### src/ahb_op_pkg.sv
// ----------------------------
// AHB-Lite field types
// Transfer and burst encodings
// Address and data payload structs
// Port index sizing
// ----------------------------

package ahb_op_pkg;

  // ----------------------------
  // Field types
  // ----------------------------
  typedef logic [31:0] haddr_t;            // HADDR
  typedef logic [31:0] hdata_t;            // HWDATA
  typedef logic [2:0]  huser_t;            // HAUSER and HWUSER
  typedef logic [2:0]  hsize_t;            // HSIZE
  typedef logic [3:0]  hprot_t;            // HPROT
  typedef logic [3:0]  hmaster_t;          // HMASTER

  // HTRANS encodings
  typedef enum logic [1:0] {
    IDLE   = 2'b00,                        // No transfer
    BUSY   = 2'b01,                        // Burst pause
    NONSEQ = 2'b10,                        // First beat or single
    SEQ    = 2'b11                         // Burst continuation
  } htrans_t;

  // HBURST encodings
  typedef enum logic [2:0] {
    SINGLE = 3'b000,
    INCR   = 3'b001,                       // Undefined length
    WRAP4  = 3'b010,
    INCR4  = 3'b011,
    WRAP8  = 3'b100,
    INCR8  = 3'b101,
    WRAP16 = 3'b110,
    INCR16 = 3'b111
  } hburst_t;

  // ----------------------------
  // Per-port payloads
  // ----------------------------
  typedef struct packed {
    logic     sel;                         // HSEL
    haddr_t   addr;
    huser_t   auser;
    htrans_t  trans;
    logic     write;
    hsize_t   size;
    hburst_t  burst;
    hprot_t   prot;
    hmaster_t master;
    logic     mastlock;
  } ahb_addr_ctrl_t;                       // Address phase

  typedef struct packed {
    hdata_t wdata;
    huser_t wuser;
  } ahb_wdata_t;                           // Data phase

  localparam int MAX_PORTS = 8;            // Bound on port count
  typedef logic [$clog2(MAX_PORTS)-1:0] port_idx_t;

endpackage

### src/ahb_op_ctrl_if.sv
// ----------------------------
// Selected-port control bundle
// Address mux to arbiter and data phase
// ----------------------------

`timescale 1ns/100ps

interface ahb_op_ctrl_if;

  import ahb_op_pkg::*;

  logic    hsel;                           // HSEL of owner
  htrans_t trans;                          // HTRANS of owner
  hburst_t burst;                          // HBURST of owner
  logic    mastlock;                       // HMASTLOCK of owner
  logic    hreadymux;                      // Slave-side ready

  // Address mux side
  modport mux (
    output hsel, trans, burst, mastlock,
    input  hreadymux
  );

  // Arbitration sees everything
  modport arb (
    input hsel, trans, burst, mastlock, hreadymux
  );

  // Data phase needs select, owns ready
  modport dphase (
    input  hsel,
    output hreadymux
  );

endinterface

### src/ahb_op_arb.sv
// ----------------------------
// Fixed-priority output arbiter
// Burst and lock hold
// Locked-sequence HSEL tracking
// ----------------------------

`timescale 1ns/100ps

module ahb_op_arb #(
  parameter int NUM_PORTS = 3              // Bus-switch inputs
) (
  input  logic                  HCLK,
  input  logic                  HRESETn,
  input  logic [NUM_PORTS-1:0]  i_hsel,       // Per-port HSEL
  input  logic [NUM_PORTS-1:0]  i_held_tran,  // Per-port HeldTran
  ahb_op_ctrl_if.arb            ctrl,         // Selected control
  output ahb_op_pkg::port_idx_t o_grant_port, // Address-phase owner
  output logic                  o_no_port     // Nobody owns the slave
);

  import ahb_op_pkg::*;

  // ----------------------------
  // Lock tracking
  // ----------------------------
  logic      hsel_lock;                    // Lock seen while selected
  logic      next_hsel_lock;
  logic      hlock_arb;                    // Lock as seen by arbitration
  logic      hold_burst;                   // Burst still in flight
  logic      hold_grant;
  port_idx_t next_grant;
  logic      next_no_port;

  // A locked master may deselect this slave mid-sequence and come back,
  // so the lock is remembered until HMASTLOCK itself drops
  always_comb
  begin
    next_hsel_lock = hsel_lock;            // Hold by default
    if (ctrl.hsel && ctrl.mastlock &&
        (ctrl.trans == NONSEQ || ctrl.trans == SEQ))
      next_hsel_lock = 1'b1;               // Locked transfer here
    else if (!ctrl.mastlock)
      next_hsel_lock = 1'b0;               // Sequence over
  end

  always_ff @(posedge HCLK)
  begin
    if (!HRESETn)
      hsel_lock <= 1'b0;
    else if (ctrl.hreadymux)
      hsel_lock <= next_hsel_lock;         // Only on ready edges
  end

  assign hlock_arb = ctrl.mastlock & (hsel_lock | ctrl.hsel);

  // ----------------------------
  // Grant selection
  // ----------------------------
  assign hold_burst = ctrl.hsel &&
                      (ctrl.trans != IDLE) &&
                      (ctrl.burst != SINGLE); // Mid-burst
  assign hold_grant = hlock_arb | hold_burst;

  always_comb
  begin
    next_grant   = o_grant_port;           // Keep owner
    next_no_port = o_no_port;
    if (!hold_grant)
    begin
      next_no_port = 1'b1;                 // Assume no requester
      // Walk down so the lowest index wins
      for (int i = NUM_PORTS - 1; i >= 0; i--)
      begin
        if (i_held_tran[i] && i_hsel[i])   // Qualified request
        begin
          next_grant   = port_idx_t'(i);
          next_no_port = 1'b0;
        end
      end
    end
  end

  // Grant moves only when the slave side is ready
  always_ff @(posedge HCLK)
  begin
    if (!HRESETn)
    begin
      o_grant_port <= '0;
      o_no_port    <= 1'b1;                // Idle after reset
    end
    else if (ctrl.hreadymux)
    begin
      o_grant_port <= next_grant;
      o_no_port    <= next_no_port;
    end
  end

endmodule

### src/ahb_op_addr_mux.sv
// ----------------------------
// Address-phase payload mux
// Active-port decode
// ----------------------------

`timescale 1ns/100ps

module ahb_op_addr_mux #(
  parameter int NUM_PORTS = 3              // Bus-switch inputs
) (
  input  ahb_op_pkg::ahb_addr_ctrl_t [NUM_PORTS-1:0] i_addr_ctrl,  // Per port
  input  ahb_op_pkg::port_idx_t                      i_grant_port, // Owner
  input  logic                                       i_no_port,    // No owner
  ahb_op_ctrl_if.mux                                 ctrl,         // To arb
  output ahb_op_pkg::ahb_addr_ctrl_t                 o_addr_ctrl,  // To slave
  output logic [NUM_PORTS-1:0]                       o_active      // One-hot
);

  import ahb_op_pkg::*;

  ahb_addr_ctrl_t sel_addr_ctrl;           // Chosen payload
  logic [NUM_PORTS-1:0] active;

  // ----------------------------
  // Select and decode
  // ----------------------------
  // Zero payload when idle keeps HSEL and HTRANS quiet on the slave
  always_comb
  begin
    sel_addr_ctrl = '0;                    // Nothing selected
    active        = '0;
    if (!i_no_port)
    begin
      for (int i = 0; i < NUM_PORTS; i++)
      begin
        if (i_grant_port == port_idx_t'(i))
        begin
          sel_addr_ctrl = i_addr_ctrl[i];  // Owner payload
          active[i]     = 1'b1;            // Owner flag
        end
      end
    end
  end

  assign o_addr_ctrl = sel_addr_ctrl;
  assign o_active    = active;

  // ----------------------------
  // Control back to arbitration
  // ----------------------------
  assign ctrl.hsel     = sel_addr_ctrl.sel;
  assign ctrl.trans    = sel_addr_ctrl.trans;
  assign ctrl.burst    = sel_addr_ctrl.burst;
  assign ctrl.mastlock = sel_addr_ctrl.mastlock;

endmodule

### src/ahb_op_data_phase.sv
// ----------------------------
// Data-phase port register
// Write data and user mux
// HREADYMUX generation
// ----------------------------

`timescale 1ns/100ps

module ahb_op_data_phase #(
  parameter int NUM_PORTS = 3              // Bus-switch inputs
) (
  input  logic                                   HCLK,
  input  logic                                   HRESETn,
  input  ahb_op_pkg::ahb_wdata_t [NUM_PORTS-1:0] i_wdata,      // Per port
  input  ahb_op_pkg::port_idx_t                  i_grant_port, // Addr owner
  input  logic                                   i_hreadyout,  // From slave
  ahb_op_ctrl_if.dphase                          ctrl,
  output ahb_op_pkg::ahb_wdata_t                 o_wdata       // To slave
);

  import ahb_op_pkg::*;

  port_idx_t  data_port;                   // Data-phase owner
  logic       slave_sel;                   // Slave in data phase
  logic       hready_mux;
  ahb_wdata_t sel_wdata;

  // ----------------------------
  // Phase registers
  // ----------------------------
  always_ff @(posedge HCLK)
  begin
    if (!HRESETn)
    begin
      data_port <= '0;
      slave_sel <= 1'b0;                   // No transfer pending
    end
    else if (hready_mux)
    begin
      data_port <= i_grant_port;           // Address phase ends
      slave_sel <= ctrl.hsel;
    end
  end

  // Slave only stalls the bus when it owns the data phase
  assign hready_mux     = slave_sel ? i_hreadyout : 1'b1;
  assign ctrl.hreadymux = hready_mux;

  // Write payload follows the data-phase owner
  always_comb
  begin
    sel_wdata = '0;
    for (int i = 0; i < NUM_PORTS; i++)
    begin
      if (data_port == port_idx_t'(i))
        sel_wdata = i_wdata[i];            // Owner data
    end
  end

  assign o_wdata = sel_wdata;

endmodule

### src/ahb_op_stage.sv
// ----------------------------
// AHB-Lite shared-slave output stage
// Arbiter, address mux, data phase
// ----------------------------

`timescale 1ns/100ps

module ahb_op_stage #(
  parameter int NUM_PORTS = 3              // Bus-switch inputs
) (
  input  logic                                 HCLK,
  input  logic                                 HRESETn,
  // Bus-switch inputs
  input  logic                [NUM_PORTS-1:0]  i_hsel,
  input  ahb_op_pkg::htrans_t [NUM_PORTS-1:0]  i_htrans,
  input  ahb_op_pkg::hburst_t [NUM_PORTS-1:0]  i_hburst,
  input  logic                [NUM_PORTS-1:0]  i_hmastlock,
  input  logic                [NUM_PORTS-1:0]  i_hwrite,
  input  ahb_op_pkg::hsize_t  [NUM_PORTS-1:0]  i_hsize,
  input  ahb_op_pkg::hprot_t  [NUM_PORTS-1:0]  i_hprot,
  input  ahb_op_pkg::hmaster_t [NUM_PORTS-1:0] i_hmaster,
  input  ahb_op_pkg::haddr_t  [NUM_PORTS-1:0]  i_haddr,
  input  ahb_op_pkg::huser_t  [NUM_PORTS-1:0]  i_hauser,
  input  ahb_op_pkg::hdata_t  [NUM_PORTS-1:0]  i_hwdata,
  input  ahb_op_pkg::huser_t  [NUM_PORTS-1:0]  i_hwuser,
  input  logic                [NUM_PORTS-1:0]  i_held_tran,
  input  logic                                 i_hreadyout, // Slave HREADYOUT
  // Port status
  output logic                [NUM_PORTS-1:0]  o_active,
  // Shared slave
  output logic                                 o_hsel,
  output ahb_op_pkg::haddr_t                   o_haddr,
  output ahb_op_pkg::huser_t                   o_hauser,
  output ahb_op_pkg::htrans_t                  o_htrans,
  output logic                                 o_hwrite,
  output ahb_op_pkg::hsize_t                   o_hsize,
  output ahb_op_pkg::hburst_t                  o_hburst,
  output ahb_op_pkg::hprot_t                   o_hprot,
  output ahb_op_pkg::hmaster_t                 o_hmaster,
  output logic                                 o_hmastlock,
  output logic                                 o_hreadymux, // Bus ready
  output ahb_op_pkg::hdata_t                   o_hwdata,
  output ahb_op_pkg::huser_t                   o_hwuser
);

  import ahb_op_pkg::*;

  ahb_addr_ctrl_t [NUM_PORTS-1:0] addr_ctrl;   // Packed address payloads
  ahb_wdata_t     [NUM_PORTS-1:0] wdata;       // Packed write payloads
  ahb_addr_ctrl_t                 addr_ctrl_out;
  ahb_wdata_t                     wdata_out;
  port_idx_t                      grant_port;  // Registered owner
  logic                           no_port;

  ahb_op_ctrl_if u_ctrl_if ();                 // Selected control bundle

  // ----------------------------
  // Pack per-port inputs
  // ----------------------------
  always_comb
  begin
    for (int i = 0; i < NUM_PORTS; i++)
    begin
      addr_ctrl[i].sel      = i_hsel[i];
      addr_ctrl[i].addr     = i_haddr[i];
      addr_ctrl[i].auser    = i_hauser[i];
      addr_ctrl[i].trans    = i_htrans[i];
      addr_ctrl[i].write    = i_hwrite[i];
      addr_ctrl[i].size     = i_hsize[i];
      addr_ctrl[i].burst    = i_hburst[i];
      addr_ctrl[i].prot     = i_hprot[i];
      addr_ctrl[i].master   = i_hmaster[i];
      addr_ctrl[i].mastlock = i_hmastlock[i];
      wdata[i].wdata        = i_hwdata[i];
      wdata[i].wuser        = i_hwuser[i];
    end
  end

  // ----------------------------
  // Sub-blocks
  // ----------------------------
  ahb_op_arb #(
    .NUM_PORTS (NUM_PORTS)
  ) u_arb (
    .HCLK         (HCLK),
    .HRESETn      (HRESETn),
    .i_hsel       (i_hsel),
    .i_held_tran  (i_held_tran),
    .ctrl         (u_ctrl_if.arb),
    .o_grant_port (grant_port),
    .o_no_port    (no_port)
  );

  ahb_op_addr_mux #(
    .NUM_PORTS (NUM_PORTS)
  ) u_addr_mux (
    .i_addr_ctrl  (addr_ctrl),
    .i_grant_port (grant_port),
    .i_no_port    (no_port),
    .ctrl         (u_ctrl_if.mux),
    .o_addr_ctrl  (addr_ctrl_out),
    .o_active     (o_active)
  );

  ahb_op_data_phase #(
    .NUM_PORTS (NUM_PORTS)
  ) u_data_phase (
    .HCLK         (HCLK),
    .HRESETn      (HRESETn),
    .i_wdata      (wdata),
    .i_grant_port (grant_port),
    .i_hreadyout  (i_hreadyout),
    .ctrl         (u_ctrl_if.dphase),
    .o_wdata      (wdata_out)
  );

  // ----------------------------
  // Unpack slave side
  // ----------------------------
  assign o_hsel      = addr_ctrl_out.sel;
  assign o_haddr     = addr_ctrl_out.addr;
  assign o_hauser    = addr_ctrl_out.auser;
  assign o_htrans    = addr_ctrl_out.trans;
  assign o_hwrite    = addr_ctrl_out.write;
  assign o_hsize     = addr_ctrl_out.size;
  assign o_hburst    = addr_ctrl_out.burst;
  assign o_hprot     = addr_ctrl_out.prot;
  assign o_hmaster   = addr_ctrl_out.master;
  assign o_hmastlock = addr_ctrl_out.mastlock;
  assign o_hreadymux = u_ctrl_if.hreadymux;   // Shared with the arbiter
  assign o_hwdata    = wdata_out.wdata;
  assign o_hwuser    = wdata_out.wuser;

endmodule

### config.mk
export PLATFORM = sky130hd
export DESIGN_NAME = ahb_op_stage
export DESIGN_NICKNAME = d
export VERILOG_FILES = /design/src/ahb_op_pkg.sv /design/src/ahb_op_ctrl_if.sv /design/src/ahb_op_arb.sv /design/src/ahb_op_addr_mux.sv /design/src/ahb_op_data_phase.sv /design/src/ahb_op_stage.sv
export SDC_FILE = /design/constraint.sdc
export NUM_CORES = 1
export LEC_CHECK = 0
export BUFFER_PORTS_ARGS = -buffer_cell sky130_fd_sc_hd__buf_2
export CORE_AREA = 2 2 143 145
export DETAILED_ROUTE_END_ITERATION = 12
export DIE_AREA = 0 0 145 147
export PLACE_DENSITY_LB_ADDON = 0.12
export SLEW_MARGIN = 25
export SYNTH_ARGS = -nofsm -noshare
export SYNTH_HDL_FRONTEND = slang
export SYNTH_SLANG_ARGS = --single-unit
### constraint.sdc
create_clock -name HCLK -period 1.79 [get_ports HCLK]
set_clock_uncertainty 0.1 [all_clocks]
set_input_delay 0 -clock HCLK [delete_from_list [all_inputs] [get_ports HCLK]]
set_output_delay 0 -clock HCLK [all_outputs]
set_load 0.1 [all_outputs]
==> qor.yml, run 1 <==
startpoint_type: "flop"
postSynthCellCount: 396
grt-ovfl-total: 0
synthAdderAreaFrac: 0
wire_per_inst_um: 15.67
syn_area_sq_um: 2426
power.leakage_uw: 0.003147
area_growth_pct: 215.2
synth_largest_area_cell: "mux2i_1"
relSlewSlack: 0.6147
pin_count: 366
clk_latency_ps: 230
synthSimpleGateAreaFrac: 0.2656
endpoint_kind: "flop"
layout.nets: 1049
die_area_sq_um: 21320
worst_slack_ps: -99.94
syn_area_per_cell_sq_um: 6.126
slowest_delay_ps: 350
grt_setup_unrepaired: "yes"
yosysMostFrequentCell: "nor2_1"
synth-xor-area-share: 0
hold_viol: 0
die_w_um: 145
clk_path_buf_depth: 2
synth_nets: 669
start_util: 0.1223
grt_max_degree: 49
setup_viol: 43
path_clk_slew_ps: 40
cts.sinks: 7
fillers: 2037
finalWirelength_mm: 16.39
portBuffers: 365
netlist-cell-type-count: 31
vias_per_cell: 4.091
gp_congestion: 0.7571
critPathRequiredTime_ps: 1810
synth.mux.area_fraction: 0.3610
worst-path-max-fanout: 5
synth_edf_count: 0
ys_top_cells_by_area: "mux2i_1 35%, nor2_1 15%, a21oi_1 9.9%"
fin_cells: 1046
firstDrtPassIters: 4
reg2reg_depth: 8
cts_buffers: 3
cp_num_buf_inv: 2
grt_pass1_vias: 4366
hold_class: "input pin to flop"
outcome: "finished with violations"
fin_crit_ps: 1890
die_h_um: 147
synth_compound_area_frac: 0.2398
drc_errors: 0
drv_slew: 0
arrival_ps: 1910
ir_worst_vdd_mv: 0.2844
power_density_nw_per_um2: 706.8
ys_warn_count: 0
violations: "negative setup slack"
whs_ps: 15.05
path_depth: 8
regArea_sq_um: 156.4
slowest_stage: "dfxtp_4"
place_inst: 1020
worst_pin_slew_ps: 578.0
ys_ff_latch: 7
grt_usage: 0.1440
drtAntennaViolNets: 0
use_met2: 0.2840
synth_top_area_frac: 0.3548
synth_top_family_by_area: "multiplexers"
coreArea_sq_um: 19840
fmax_mhz: 529.1
drt_iter0_drc: 72
antenna_found_initial: 1
num_rows: 52
worstSetupPathType: "flop to flop"
multiInputGateArea_sq_um: 3136
ctsHtreeMaxLevel: 1
final_layout_size_suffix_gt1_frac: 0.7419
grt_use_met3: 0.04037
hpwl_mm: 12.66
synthFlopType: "dfxtp_1"
crit_chain: "buf_12 > buf_6 > mux2i_1 > o2bb2ai_2 > and2b_2 > o221a_1 > or2_1 > o221a_1"
grt_pass1_wl_mm: 24.36
cpMostUsedCell: "o221a_1"
ys_async_sr_fraction: 0
fin_crit_sh: 1.056
maxCapViolCount: 0
grt.busiest_layer: "met2"
min_path_cells: 4
gr-usage-met1: 0.1533
vias: 4279
cts_tree: "yes"
ys_top_cells_by_count: "97 x nor2_1, 86 x mux2i_1, 48 x a21oi_1, 47 x nand2_1, 37 x o21ai_0"
place_ws_ps: -142.7
synth_seq_area_share: 0.05776
path_delay_family: "compound AO/OA/AOI/OAI gates"
root_buffer: "clkbuf_16"
layer usage:
layer	vias to the layer above	part of all wire
met1	1902	0.36
met5	-	0
met2	221	0.54
met4	0	0.016
li1	2144	-
met3	12	0.085
state kept, by name, summed over array words and instances (netlist names):
signal,flops
u_data_phase.data_port,2
u_arb.o_no_port,1
u_arb.o_grant_port,2
u_data_phase.slave_sel,1
u_arb.hsel_lock,1
worst paths after layout:
kind,slack (ps),to,from
setup / recovery,-100,u_arb.o_grant_port[1]$_SDFFE_PN0P_,u_arb.o_grant_port[0]$_SDFFE_PN0P_
hold / removal,20,u_arb.o_grant_port[0]$_SDFFE_PN0P_,i_held_tran[0]
setup reg to reg,-100,u_arb.o_grant_port[1]$_SDFFE_PN0P_,u_arb.o_grant_port[0]$_SDFFE_PN0P_
hold reg to reg,430,u_arb.hsel_lock$_SDFFE_PN0P_,u_arb.hsel_lock$_SDFFE_PN0P_
final cells by class:
type	instances	area share
multi-input combinational	350	0.4101
timing repair buffer	413	0.5142
sequential	7	0.02045
antenna	1	0.0003273
tap	270	0.04418
clock buffer	4	0.01031
inverter	1	0.0004909
placed cells by master (no fill, tap or decap), types with 3 or more instances in the layout:
| cell type | instances |
|---|---|
| mux2i_1 | 79 |
| buf_2 | 273 |
| nor2_1 | 48 |
| buf_16 | 7 |
| a211oi_4 | 3 |
| buf_4 | 16 |
| nor2_2 | 6 |
| buf_6 | 8 |
| nor2b_1 | 3 |
| o21ai_4 | 24 |
| o21ai_2 | 12 |
| nor2_4 | 43 |
| mux2i_2 | 7 |
| buf_12 | 101 |
| a21oi_2 | 38 |
| buf_8 | 3 |
| nand2_1 | 47 |
| a21oi_4 | 8 |
| clkbuf_16 | 6 |
| dfxtp_4 | 4 |
power breakdown:
part	switching (uW)	internal, uW	total [uW]
sequential	24.6	169	194
combinational	2970	1860	4830
clock	85.5	296	382
stage by stage:
step	total power (uW)	utilization	TNS, ps	area (sq um)
2_1_floorplan	2995	-	-4995	3171
3_3_place_gp	4635	0.3430	-123.9	6807
3_5_place_dp	4628	0.3430	-179.8	6807
4_1_cts	5317	0.3732	-1531	7406
5_1_grt	5614	0.3853	-4676	7646
6_report	5404	0.3853	-835.2	7646
cells by family (layout without fill, tap and decap cells):
family | count (synthesis) | in the layout
and+or+nand+nor | 160 | 160
muxes | 87 | 87
other | 0 | 1
buffers and inverters | 39 | 418
DFF | 7 | 7
AOI/OAI and AO/OA | 103 | 103
timing repair:
item                                    in CTS  in global routing
hold buffers                                 2                  0
endpoints found under the setup margin      49                 54
resized for setup                           69                 34
setup buffers                               10                  2
pin swaps                                    8                 17
gates cloned                                 6                  3
hold endpoints to repair                     7                  0
tightest hold or removal path: stages:
cell and delay, ps:
buf_2 90, nand2_1 40, nand4_1 100, o22ai_1 70
Power figures use the tool's default switching activity.
==> inputs of run 2 (changes only) <==
--- a/config.mk
+++ b/config.mk
@@ -10,6 +10,7 @@
 export DETAILED_ROUTE_END_ITERATION = 12
 export DIE_AREA = 0 0 145 147
 export PLACE_DENSITY_LB_ADDON = 0.12
+export RECOVER_POWER = 100
 export SLEW_MARGIN = 25
 export SYNTH_ARGS = -nofsm -noshare
 export SYNTH_HDL_FRONTEND = slang
==> run 2 against run 1 <==
  * Hold slack improved by 2.5 ps
  * Die area unchanged
  * Sequential share of layout area up 0.068 points
  * Non-clock buffer count unchanged
  * Largest cell class unchanged
  * The run still ends with negative setup slack left
  * Register-to-register slack is essentially flat
  * Cell count is the same
  * Sequential power about the same
==> qor.yml, run 2 (synthesized netlist as in run 1, its figures left out) <==
start_util: 0.1223  # unchanged
fin_crit_ps: 1895  # +5.084 ps
final_common_cell: "buf_2"
grt_pass1_wl_mm: 24.36  # unchanged
setup_viol: 43  # unchanged
antenna_found_initial: 1  # unchanged
drt_iter0_drc: 77  # +6.9%
grt_pass1_vias: 4366  # unchanged
path_delay_family: "compound AO/OA/AOI/OAI gates"
critPathRequiredTime_ps: 1810  # about the same
path_clk_slew_ps: 40  # about the same
clk_latency_ps: 230  # about the same
worst_slack_ps: -105.0  # -5.084 ps
coreArea_sq_um: 19840  # unchanged
layout.nets: 1049  # unchanged
cts_buffers: 3  # unchanged
wire_per_inst_um: 15.78  # +0.74%
die_w_um: 145  # unchanged
drtAntennaViolNets: 0  # unchanged
finalWirelength_mm: 16.51  # +0.74%
power_density_nw_per_um2: 709.9  # +0.44%
fmax_mhz: 527.7  # -0.27%
cpMostUsedCell: "o221a_1"
power_uw: 5254  # -2.8%
violations: "negative setup slack"
fin_crit_sh: 1.059  # +0.002840
num_rows: 52  # unchanged
grt-ovfl-total: 0  # unchanged
portBuffers: 365  # unchanged
cts_tree: "yes"
die_area_sq_um: 21320  # unchanged
grt_setup_unrepaired: "yes"
grt_usage: 0.1440  # unchanged
root_buffer: "clkbuf_16"
worst-path-max-fanout: 5  # unchanged
final_layout_size_suffix_gt1_frac: 0.7355  # -0.006452
ir_worst_vdd_mv: 0.2840  # -0.12%
startpoint_type: "flop"
gp_congestion: 0.7571  # unchanged
ctsHtreeMaxLevel: 1  # unchanged
outcome: "finished with violations"
worstSetupPathType: "flop to flop"
place_ws_ps: -142.7  # unchanged
drc_errors: 0  # unchanged
grt_max_degree: 49  # unchanged
maxCapViolCount: 0  # unchanged
firstDrtPassIters: 4  # unchanged
endpoint_kind: "flop"
cts.sinks: 7  # unchanged
mostFrequentLayoutCells: "273 x buf_2, 79 x mux2i_1, 70 x buf_12"
place_inst: 1020  # unchanged
arrival_ps: 1910  # about the same
crit_chain: "buf_12 > buf_6 > mux2i_1 > o2bb2ai_2 > and2b_2 > o221a_1 > or2_1 > o221a_1"
hold_viol: 0  # unchanged
cp_num_buf_inv: 2  # unchanged
pin_count: 366  # unchanged
hpwl_mm: 12.66  # unchanged
whs_ps: 17.52  # +2.464 ps
vias_per_cell: 4.113  # +0.54%
hold_class: "input pin to flop"
reg_top3: "u_arb.o_grant_port (2), u_data_phase.data_port (2)"
die_h_um: 147  # unchanged
slowest_stage: "dfxtp_4"
slowest_delay_ps: 350  # about the same
drv_slew: 0  # unchanged
vias: 4302  # +0.54%
relSlewSlack: 0.5647  # -0.04996
power.leakage_uw: 0.003062  # -2.7%
area_growth_pct: 205.1
fin_cells: 1046  # unchanged
worst_pin_slew_ps: 653.0  # +74.93 ps
clk_path_buf_depth: 2  # unchanged
[run 2: cell count changes in the layout (fill, tap and decap cells not counted), sizes merged]
cell,change
buf,-3
clkbuf,+3
[run 2: worst min-delay path, stage by stage]
cell,delay (ps)
buf_2,90
nand2_1,40
nand4_1,100
o22ai_1,70
[run 2: path summary, 6_finish.rpt]
path / start / end / slack [ps] / depth (start not counted)
max: u_arb.o_grant_port[0]$_SDFFE_PN0P_ / u_arb.o_grant_port[1]$_SDFFE_PN0P_ / -110 / 8
min: i_held_tran[0] / u_arb.o_grant_port[0]$_SDFFE_PN0P_ / 20 / 4
max reg2reg: u_arb.o_grant_port[0]$_SDFFE_PN0P_ / u_arb.o_grant_port[1]$_SDFFE_PN0P_ / -110 / 8
min reg2reg: u_arb.hsel_lock$_SDFFE_PN0P_ / u_arb.hsel_lock$_SDFFE_PN0P_ / 440 / 2
[run 2: layout make-up]
class	instances	area (sq um)
Fill cell	2090	12440
Timing Repair Buffer	413	3710
Multi-Input combinational cell	350	3112
Tap cell	270	337.8
Sequential cell	7	156.4
Clock buffer	4	78.83
Inverter	1	3.754
Antenna cell	1	2.502
[run 2: timing repair]
item,4_1_cts,5_1_grt
endpoints found under the setup margin,49,54
hold buffers,2,0
cloned,6,3
pin swaps,8,17
buffers inserted,10,2
resized for setup,69,34
hold endpoints to repair,7,0
[run 2: power breakdown]
group	total, uW	switching [uW]	internal [uW]
sequential	194	24.8	169
combinational	4680	2950	1730
clock	381	84.7	296
total	5250	3060	2200
[run 2: stage by stage]
stage               instance area [sq um]    util  TNS [ps]
floorplan                            3171       -     -4995
global placement                     6807  0.3430    -123.9
detailed placement                   6807  0.3430    -179.8
CTS                                  7406  0.3732     -1531
global route                         7401  0.3730     -4727
finish                               7401  0.3730     -1038
[run 2: layer usage]
metal	vias to the layer above	track usage	routed length [um]
met1	1922	0.1533	5960
met5	-	0	0
li1	2145	-	-
met2	223	0.2840	8855
met4	0	0.02475	267
met3	12	0.04037	1427
